[src/cpu_pkg.sv]
package cpu_pkg;

    localparam int xlen = 32;

    // RV32I major opcodes
    localparam logic [6:0] op_rtype  = 7'b0110011;
    localparam logic [6:0] op_itype  = 7'b0010011;
    localparam logic [6:0] op_load   = 7'b0000011;
    localparam logic [6:0] op_store  = 7'b0100011;
    localparam logic [6:0] op_branch = 7'b1100011;
    localparam logic [6:0] op_lui    = 7'b0110111;

    typedef enum logic [2:0] {
        alu_add,
        alu_sub,
        alu_and,
        alu_or,
        alu_xor,
        alu_slt,
        alu_pass_b  // Second operand straight through, for LUI
    } alu_op_e;

    typedef enum logic [1:0] {
        br_none,
        br_eq,
        br_ne
    } branch_e;

    // Memory map
    localparam logic [xlen-1:0] led_addr = 32'h0000_0100;
    localparam int ram_words = 64;
    localparam logic [xlen-1:0] reset_pc = 32'h0000_0000;

    typedef struct packed {
        logic [6:0] funct7;
        logic [4:0] rs2;
        logic [4:0] rs1;
        logic [2:0] funct3;
        logic [4:0] rd;
        logic [6:0] opcode;
    } r_fmt_t;

    typedef struct packed {
        logic [11:0] imm;
        logic [4:0]  rs1;
        logic [2:0]  funct3;
        logic [4:0]  rd;
        logic [6:0]  opcode;
    } i_fmt_t;

    typedef struct packed {
        logic [6:0] imm_hi;
        logic [4:0] rs2;
        logic [4:0] rs1;
        logic [2:0] funct3;
        logic [4:0] imm_lo;
        logic [6:0] opcode;
    } s_fmt_t;

    typedef struct packed {
        logic       imm_12;
        logic [5:0] imm_10_5;
        logic [4:0] rs2;
        logic [4:0] rs1;
        logic [2:0] funct3;
        logic [3:0] imm_4_1;
        logic       imm_11;
        logic [6:0] opcode;
    } b_fmt_t;

    typedef struct packed {
        logic [19:0] imm;
        logic [4:0]  rd;
        logic [6:0]  opcode;
    } u_fmt_t;

    // One instruction word, several decodings
    typedef union packed {
        r_fmt_t r_fmt;
        i_fmt_t i_fmt;
        s_fmt_t s_fmt;
        b_fmt_t b_fmt;
        u_fmt_t u_fmt;
    } instr_u;

    typedef struct packed {
        logic            valid;
        logic [xlen-1:0] pc;
        instr_u          instr;
    } if_id_t;

    typedef struct packed {
        alu_op_e    alu_op;
        logic       alu_src_imm;
        branch_e    branch;
        logic       mem_read;
        logic       mem_write;
        logic       reg_write;
        logic [4:0] rd;
    } ctrl_t;

    typedef struct packed {
        logic            valid;
        logic [xlen-1:0] pc;
        logic [xlen-1:0] rs1_value;
        logic [xlen-1:0] rs2_value;
        logic [xlen-1:0] imm;
        ctrl_t           ctrl;
    } id_ex_t;

    typedef struct packed {
        logic            valid;
        logic [xlen-1:0] result;
        logic [xlen-1:0] store_data;
        ctrl_t           ctrl;
    } ex_mem_t;

    typedef struct packed {
        logic            reg_write;
        logic [4:0]      rd;
        logic [xlen-1:0] value;
    } wb_t;

endpackage

[src/fetch.sv]
`timescale 1ns/1ns

module fetch import cpu_pkg::*; (
    input  logic            clock,
    input  logic            rst,
    input  logic            enable,
    input  logic            redirect,
    input  logic [xlen-1:0] redirect_target,
    output logic [xlen-1:0] rom_address,
    input  logic [xlen-1:0] rom_data,
    output if_id_t          if_id
);

    logic [xlen-1:0] pc;

    assign rom_address = pc;  // ROM answers in the same cycle

    always_ff @(posedge clock) begin
        if (rst) begin
            pc          <= reset_pc;
            if_id.valid <= 1'b0;
        end else if (enable) begin
            if (redirect) begin
                pc          <= redirect_target;
                if_id.valid <= 1'b0;  // Drop the word fetched down the wrong path
            end else begin
                pc          <= pc + 32'd4;
                if_id.valid <= 1'b1;
            end
            if_id.pc    <= pc;
            if_id.instr <= rom_data;
        end
    end

endmodule

[src/decode.sv]
`timescale 1ns/1ns

module decode import cpu_pkg::*; (
    input  logic            clock,
    input  logic            rst,
    input  logic            enable,
    input  logic            redirect,
    input  if_id_t          if_id,
    output logic [4:0]      rs1_addr,
    output logic [4:0]      rs2_addr,
    input  logic [xlen-1:0] rs1_value,
    input  logic [xlen-1:0] rs2_value,
    output id_ex_t          id_ex
);

    instr_u          instr;
    logic [xlen-1:0] imm;
    ctrl_t           ctrl;

    assign instr    = if_id.instr;
    assign rs1_addr = instr.r_fmt.rs1;  // Same bit position in every format
    assign rs2_addr = instr.r_fmt.rs2;

    // Sign-extended immediate, chosen by format
    always_comb begin
        unique case (instr.r_fmt.opcode)
            op_itype, op_load: imm = {{20{instr.i_fmt.imm[11]}}, instr.i_fmt.imm};
            op_store: imm = {{20{instr.s_fmt.imm_hi[6]}}, instr.s_fmt.imm_hi, instr.s_fmt.imm_lo};
            op_branch: imm = {{19{instr.b_fmt.imm_12}}, instr.b_fmt.imm_12, instr.b_fmt.imm_11,
                              instr.b_fmt.imm_10_5, instr.b_fmt.imm_4_1, 1'b0};
            op_lui: imm = {instr.u_fmt.imm, 12'h000};
            default: imm = '0;
        endcase
    end

    // Control word; anything unsupported stays all zero and acts as a no-op
    always_comb begin
        ctrl    = '0;
        ctrl.rd = instr.r_fmt.rd;
        unique case (instr.r_fmt.opcode)
            op_rtype: begin
                ctrl.reg_write = 1'b1;
                unique case (instr.r_fmt.funct3)
                    3'b000: ctrl.alu_op = instr.r_fmt.funct7[5] ? alu_sub : alu_add;
                    3'b010: ctrl.alu_op = alu_slt;
                    3'b100: ctrl.alu_op = alu_xor;
                    3'b110: ctrl.alu_op = alu_or;
                    3'b111: ctrl.alu_op = alu_and;
                    default: ctrl.reg_write = 1'b0;
                endcase
            end
            op_itype: begin
                ctrl.alu_src_imm = 1'b1;
                ctrl.reg_write   = (instr.i_fmt.funct3 == 3'b000);  // ADDI only
            end
            op_load: begin
                ctrl.alu_src_imm = 1'b1;
                ctrl.mem_read    = (instr.i_fmt.funct3 == 3'b010);  // Word loads only
                ctrl.reg_write   = (instr.i_fmt.funct3 == 3'b010);
            end
            op_store: begin
                ctrl.alu_src_imm = 1'b1;
                ctrl.mem_write   = (instr.s_fmt.funct3 == 3'b010);
            end
            op_branch: begin
                if (instr.b_fmt.funct3 == 3'b000)
                    ctrl.branch = br_eq;
                else if (instr.b_fmt.funct3 == 3'b001)
                    ctrl.branch = br_ne;
            end
            op_lui: begin
                ctrl.alu_op      = alu_pass_b;
                ctrl.alu_src_imm = 1'b1;
                ctrl.reg_write   = 1'b1;
            end
            default: ;
        endcase
    end

    always_ff @(posedge clock) begin
        if (rst) begin
            id_ex.valid <= 1'b0;
        end else if (enable) begin
            id_ex.valid     <= if_id.valid && !redirect;  // Squash behind a taken branch
            id_ex.pc        <= if_id.pc;
            id_ex.rs1_value <= rs1_value;
            id_ex.rs2_value <= rs2_value;
            id_ex.imm       <= imm;
            id_ex.ctrl      <= ctrl;
        end
    end

endmodule

[src/register_bank.sv]
`timescale 1ns/1ns

module register_bank import cpu_pkg::*; (
    input  logic            clock,
    input  logic            rst,
    input  logic            enable,
    input  logic [4:0]      rs1_addr,
    input  logic [4:0]      rs2_addr,
    output logic [xlen-1:0] rs1_value,
    output logic [xlen-1:0] rs2_value,
    input  wb_t             wb
);

    logic [xlen-1:0] regs [1:31];  // x0 has no storage

    // Read with bypass of the write in flight
    always_comb begin
        rs1_value = regs[rs1_addr];
        if (wb.reg_write && wb.rd == rs1_addr)
            rs1_value = wb.value;
        if (rs1_addr == 5'd0)
            rs1_value = '0;
    end

    always_comb begin
        rs2_value = regs[rs2_addr];
        if (wb.reg_write && wb.rd == rs2_addr)
            rs2_value = wb.value;
        if (rs2_addr == 5'd0)
            rs2_value = '0;
    end

    always_ff @(posedge clock) begin
        if (rst) begin
            for (int i = 1; i < 32; i++)
                regs[i] <= '0;
        end else if (enable && wb.reg_write && wb.rd != 5'd0) begin
            regs[wb.rd] <= wb.value;
        end
    end

endmodule

[src/execute.sv]
`timescale 1ns/1ns

module execute import cpu_pkg::*; (
    input  logic            clock,
    input  logic            rst,
    input  logic            enable,
    input  id_ex_t          id_ex,
    output logic            redirect,
    output logic [xlen-1:0] redirect_target,
    output ex_mem_t         ex_mem
);

    logic [xlen-1:0] operand_b;
    logic [xlen-1:0] result;
    logic            taken;

    assign operand_b = id_ex.ctrl.alu_src_imm ? id_ex.imm : id_ex.rs2_value;

    always_comb begin
        unique case (id_ex.ctrl.alu_op)
            alu_add:    result = id_ex.rs1_value + operand_b;
            alu_sub:    result = id_ex.rs1_value - operand_b;
            alu_and:    result = id_ex.rs1_value & operand_b;
            alu_or:     result = id_ex.rs1_value | operand_b;
            alu_xor:    result = id_ex.rs1_value ^ operand_b;
            alu_slt:    result = {31'd0, $signed(id_ex.rs1_value) < $signed(operand_b)};
            alu_pass_b: result = operand_b;
            default:    result = '0;
        endcase
    end

    // Branches compare the two registers, never the immediate
    always_comb begin
        unique case (id_ex.ctrl.branch)
            br_eq:   taken = (id_ex.rs1_value == id_ex.rs2_value);
            br_ne:   taken = (id_ex.rs1_value != id_ex.rs2_value);
            default: taken = 1'b0;
        endcase
    end

    assign redirect        = id_ex.valid && taken;
    assign redirect_target = id_ex.pc + id_ex.imm;

    always_ff @(posedge clock) begin
        if (rst) begin
            ex_mem.valid <= 1'b0;
        end else if (enable) begin
            ex_mem.valid      <= id_ex.valid;
            ex_mem.result     <= result;
            ex_mem.store_data <= id_ex.rs2_value;
            ex_mem.ctrl       <= id_ex.ctrl;
        end
    end

endmodule

[src/memory.sv]
`timescale 1ns/1ns

module memory import cpu_pkg::*; (
    input  logic            clock,
    input  logic            rst,
    input  logic            enable,
    input  ex_mem_t         ex_mem,
    output logic [5:0]      ram_addr,
    output logic [xlen-1:0] ram_wdata,
    output logic            ram_we,
    input  logic [xlen-1:0] ram_rdata,
    output logic [5:0]      led,
    output wb_t             wb
);

    logic is_led;
    logic store;

    assign is_led    = (ex_mem.result == led_addr);
    assign store     = ex_mem.valid && ex_mem.ctrl.mem_write;
    assign ram_addr  = ex_mem.result[7:2];  // Word index
    assign ram_wdata = ex_mem.store_data;
    assign ram_we    = store && !is_led;

    always_ff @(posedge clock) begin
        if (rst) begin
            led          <= '0;
            wb.reg_write <= 1'b0;
        end else if (enable) begin
            if (store && is_led)
                led <= ex_mem.store_data[5:0];
            wb.reg_write <= ex_mem.valid && ex_mem.ctrl.reg_write;
            wb.rd        <= ex_mem.ctrl.rd;
            wb.value     <= ex_mem.ctrl.mem_read ? ram_rdata : ex_mem.result;  // Load or ALU
        end
    end

endmodule

[src/ram.sv]
`timescale 1ns/1ns

module ram import cpu_pkg::*; (
    input  logic            clock,
    input  logic            enable,
    input  logic [5:0]      addr,
    input  logic [xlen-1:0] wdata,
    input  logic            we,
    output logic [xlen-1:0] rdata
);

    logic [xlen-1:0] mem [ram_words];

    assign rdata = mem[addr];  // Asynchronous read

    always_ff @(posedge clock) begin
        if (enable && we)
            mem[addr] <= wdata;
    end

endmodule

[src/cpu.sv]
`timescale 1ns/1ns

module cpu import cpu_pkg::*; (
    input  logic            clock,
    input  logic            rst,
    input  logic            enable,
    input  logic [xlen-1:0] rom_data,
    output logic [xlen-1:0] rom_address,
    output logic [5:0]      led
);

    logic            redirect;
    logic [xlen-1:0] redirect_target;
    if_id_t          if_id;
    id_ex_t          id_ex;
    ex_mem_t         ex_mem;
    wb_t             wb;
    logic [4:0]      rs1_addr;
    logic [4:0]      rs2_addr;
    logic [xlen-1:0] rs1_value;
    logic [xlen-1:0] rs2_value;
    logic [5:0]      ram_addr;
    logic [xlen-1:0] ram_wdata;
    logic [xlen-1:0] ram_rdata;
    logic            ram_we;

    fetch u_fetch (
        .clock           (clock),
        .rst             (rst),
        .enable          (enable),
        .redirect        (redirect),
        .redirect_target (redirect_target),
        .rom_address     (rom_address),
        .rom_data        (rom_data),
        .if_id           (if_id)
    );

    decode u_decode (
        .clock     (clock),
        .rst       (rst),
        .enable    (enable),
        .redirect  (redirect),
        .if_id     (if_id),
        .rs1_addr  (rs1_addr),
        .rs2_addr  (rs2_addr),
        .rs1_value (rs1_value),
        .rs2_value (rs2_value),
        .id_ex     (id_ex)
    );

    register_bank u_register_bank (
        .clock     (clock),
        .rst       (rst),
        .enable    (enable),
        .rs1_addr  (rs1_addr),
        .rs2_addr  (rs2_addr),
        .rs1_value (rs1_value),
        .rs2_value (rs2_value),
        .wb        (wb)
    );

    execute u_execute (
        .clock           (clock),
        .rst             (rst),
        .enable          (enable),
        .id_ex           (id_ex),
        .redirect        (redirect),
        .redirect_target (redirect_target),
        .ex_mem          (ex_mem)
    );

    memory u_memory (
        .clock     (clock),
        .rst       (rst),
        .enable    (enable),
        .ex_mem    (ex_mem),
        .ram_addr  (ram_addr),
        .ram_wdata (ram_wdata),
        .ram_we    (ram_we),
        .ram_rdata (ram_rdata),
        .led       (led),
        .wb        (wb)
    );

    ram u_ram (
        .clock  (clock),
        .enable (enable),
        .addr   (ram_addr),
        .wdata  (ram_wdata),
        .we     (ram_we),
        .rdata  (ram_rdata)
    );

endmodule

[config.mk]
export PLATFORM = sky130hd
export DESIGN_NAME = cpu
export DESIGN_NICKNAME = d
export VERILOG_FILES = /design/src/cpu_pkg.sv /design/src/fetch.sv /design/src/decode.sv /design/src/register_bank.sv /design/src/execute.sv /design/src/memory.sv /design/src/ram.sv /design/src/cpu.sv
export SDC_FILE = /design/constraint.sdc
export NUM_CORES = 2
export LEC_CHECK = 0
export BUFFER_PORTS_ARGS = -buffer_cell sky130_fd_sc_hd__buf_2
export CAP_MARGIN = 20
export CORE_AREA = 2 2 622 624
export DETAILED_ROUTE_END_ITERATION = 8
export DIE_AREA = 0 0 624 626
export PLACE_DENSITY = 0.55
export SLEW_MARGIN = 20
export SYNTH_ARGS = -nofsm -noshare
export SYNTH_HDL_FRONTEND = slang
export SYNTH_SLANG_ARGS = --single-unit
[constraint.sdc]
create_clock -name clock -period 19.69 [get_ports clock]
set_clock_uncertainty 0.2 [all_clocks]
set_input_delay 2.9535 -clock clock [delete_from_list [all_inputs] [get_ports clock]]
set_output_delay 2.9535 -clock clock [all_outputs]
set_load 0.1 [all_outputs]
==> results.py <==
metrics = {
    "cts": {
        "post_cts_buffers": 0,
        "cts_buffers": 356,
        "clkSinkCount": 3435,
        "hold_buffers": 0,
        "cts_resized": 0,
        "clk_path_buf_depth": 4,
        "htreeDepth": 5,
        "root_buffer": "clkbuf_16",
        "worstSkewPairLatency_ps": 980,
        "cts_tree": "yes",
        "path_clk_slew_ps": 60,
    },
    "die": {
        "fp.dieW_um": 624,
        "initial_utilization": 0.398,
        "boundaryPins": 73,
        "die_h_um": 626,
        "rows": 228,
        "core-area_mm2": 0.384,
        "die_area_mm2": 0.391,
    },
    "detailed_routing": {
        "drt_first_pass_iters": 8,
        "wl_um": 457000,
        "drt_iter0_markers": 11624,
        "vias": 81593,
        "ant_nets": 0,
        "wire_per_inst_um": 33.6,
        "drc": 0,
        "viasPerCell": 6.00,
    },
    "critical_path": {
        "crit_type": "reg -> reg",
        "required_ps": 20190,
        "worstPathMaxFanout": 74,
        "critPathCaptureType": "flip-flop",
        "startpoint_type": "flip-flop",
        "arrival_ps": 7530,
    },
    "synthesis": {
        "seq_area_frac_synth": 0.671,
        "syn_area_per_cell_um2": 18.7,
        "yosysMostFrequentCell": "edfxtp_1",
        "syn-cell-area_mm2": 0.153,
        "async_flop_share": 0,
        "synth-seq-cells": 3435,
        "synthCells": 8180,
        "yosysTopAreaCell": "edfxtp_1",
        "ys.flop_type": "edfxtp_1",
        "synth_area_leaders": "edfxtp_1, mux4_2, and2_1",
        "netlist_top_cells_count": "edfxtp_1, mux4_2, and2_1",
        "ys_types": 76,
        "synth_top_cell_area_share": 0.665,
        "synth_enable_flop_cells": 3387,
        "yosysWarnings": 0,
    },
    "cells_and_area": {
        "layout.nets": 8424,
        "area_growth_pct": 12.1,
        "postLayoutCellArea_mm2": 0.171,
        "utilization": 0.446,
        "drive_gt1_frac": 0.270,
    },
    "timing": {
        "rsz0062_at_grt": "no",
        "relSlewSlack": 0.215,
        "period_share": 0.357,
        "setup_viol": 0,
        "finalHoldViolCount": 0,
        "tightest_slew_ps": 1170,
        "maxSlewViolCount": 0,
        "setup-tns-final_ps": 0,
        "max_freq_ghz": 0.142,
        "period_needed_ps": 7030,
    },
    "power": {
        "peakVddDrop_mv": 0.0734,
        "power.total_uw": 16900,
        "p_per_area_mw_per_mm2": 98.5,
        "power_leakage_uw": 0.0564,
    },
    "hold_path": {
        "hold_class": "reg -> reg",
    },
    "grt": {
        "grt.total_usage": 0.231,
        "first_global_vias": 80030,
        "grt_pass1_wl_um": 635000,
        "antenna_found_initial": 69,
        "grt_max_degree": 188,
        "gr-total-overflow": 0,
    },
    "placement": {
        "io_buffer_count": 72,
        "gp_congestion": 0.921,
        "hpwlAfterDp_um": 283000,
        "place_area_mm2": 0.160,
    },
    "run": {
        "max-cap-violations": 0,
    },
    "outcome": {
        "status": "finished, final reports clean",
    },
}
where the power goes:
part           switching [uW]  internal [uW]
combinational            1080            703
clock                    2870           3970
sequential                114           8150
total                    4070          12800
state kept, by name (all words and copies together) (netlist names), named ones only:
| register | cells |
|---|---|
| u_memory.wb | 38 |
| u_memory.led | 6 |
| u_fetch.if_id | 65 |
| u_ram.mem | 2048 |
| u_register_bank.regs | 1024 |
| u_execute.ex_mem | 73 |
| u_decode.id_ex | 143 |
| u_fetch.rom_address | 32 |
stage by stage:
step / hold WS (ps) / setup WS [ps] / cells
after global routing: 223 / 12040 / 13586
after CTS: 219 / 12450 / 13582
final: 218 / 12660 / 13597
after detailed placement: 206 / 11820 / 12941
after floorplan: 200 / 3540 / 8211
after global placement: 201 / 11940 / 12940
worst paths after layout:
path	from	endpoint	slack, ps	depth (start not counted)
worst max-delay path	flip-flop	u_memory.wb[4]	12660	9
worst min-delay path	u_fetch.if_id[39]	u_decode.id_ex[117]	220	0
worst max register to register	flip-flop	u_memory.wb[4]	12660	9
worst min register to register	u_fetch.if_id[39]	u_decode.id_ex[117]	220	0
metal layers:
| layer | vias up | share of wire | GRT usage |
|---|---|---|---|
| met5 | - | 0.00012 | 0 |
| met4 | 8 | 0.026 | 0.0565 |
| met3 | 474 | 0.093 | 0.0460 |
| met2 | 3802 | 0.45 | 0.347 |
| met1 | 44134 | 0.43 | 0.347 |
| li1 | 33175 | - | - |
cells in the final DEF (no fill, tap or decap), types with 24 or more instances in the layout:
cell,n
edfxtp_1,3387
mux4_2,1312
and2_1,1008
clkbuf_16,367
nor2_1,215
buf_4,204
a21oi_1,154
ha_1,145
nand2_1,119
inv_1,117
mux2i_1,112
nor2_4,98
o21ai_0,97
a211oi_1,91
buf_2,71
clkinv_2,69
clkinv_1,68
clkbuf_1,65
xor2_1,58
a21o_1,48
bufinv_16,43
dfxtp_1,42
mux2_2,41
nand3_1,41
or2_2,38
xnor2_1,33
conb_1,32
nor3_1,30
nor4_1,27
o22ai_1,25
o211ai_1,24
cells by family (layout without fill, tap and decap cells):
family	count (synthesis)	count (layout)	synth area share
flops	3435	3435	0.671
simple gates	1696	1696	0.0621
mux	1465	1465	0.204
buf+inv	735	1048	0.0192
compound gates	609	609	0.0263
fa+ha+maj	148	148	0.0123
xor+xnor	91	91	0.00521
other cells	1	45	0.0000245
final cells by class:
type                            instances  area, um^2
Fill cell                           32671      213000
Sequential cell                      3435      103000
Multi-Input combinational cell       4041       48200
Clock buffer                          432        9430
Tap cell                             5060        6330
Clock inverter                        209        2220
Timing Repair Buffer                  289        2140
Inverter                              118         443
Antenna cell                           13        32.5
worst max-delay path: stages, from the launching register on:
cell and delay (ps):
dfxtp_4 830, buf_12 400, buf_16 480, buf_4 890
buf_4 810, buf_4 780, mux4_2 650, mux4_2 530
mux4_2 590, mux2_2 300
(Power assumes the default switching activity.)
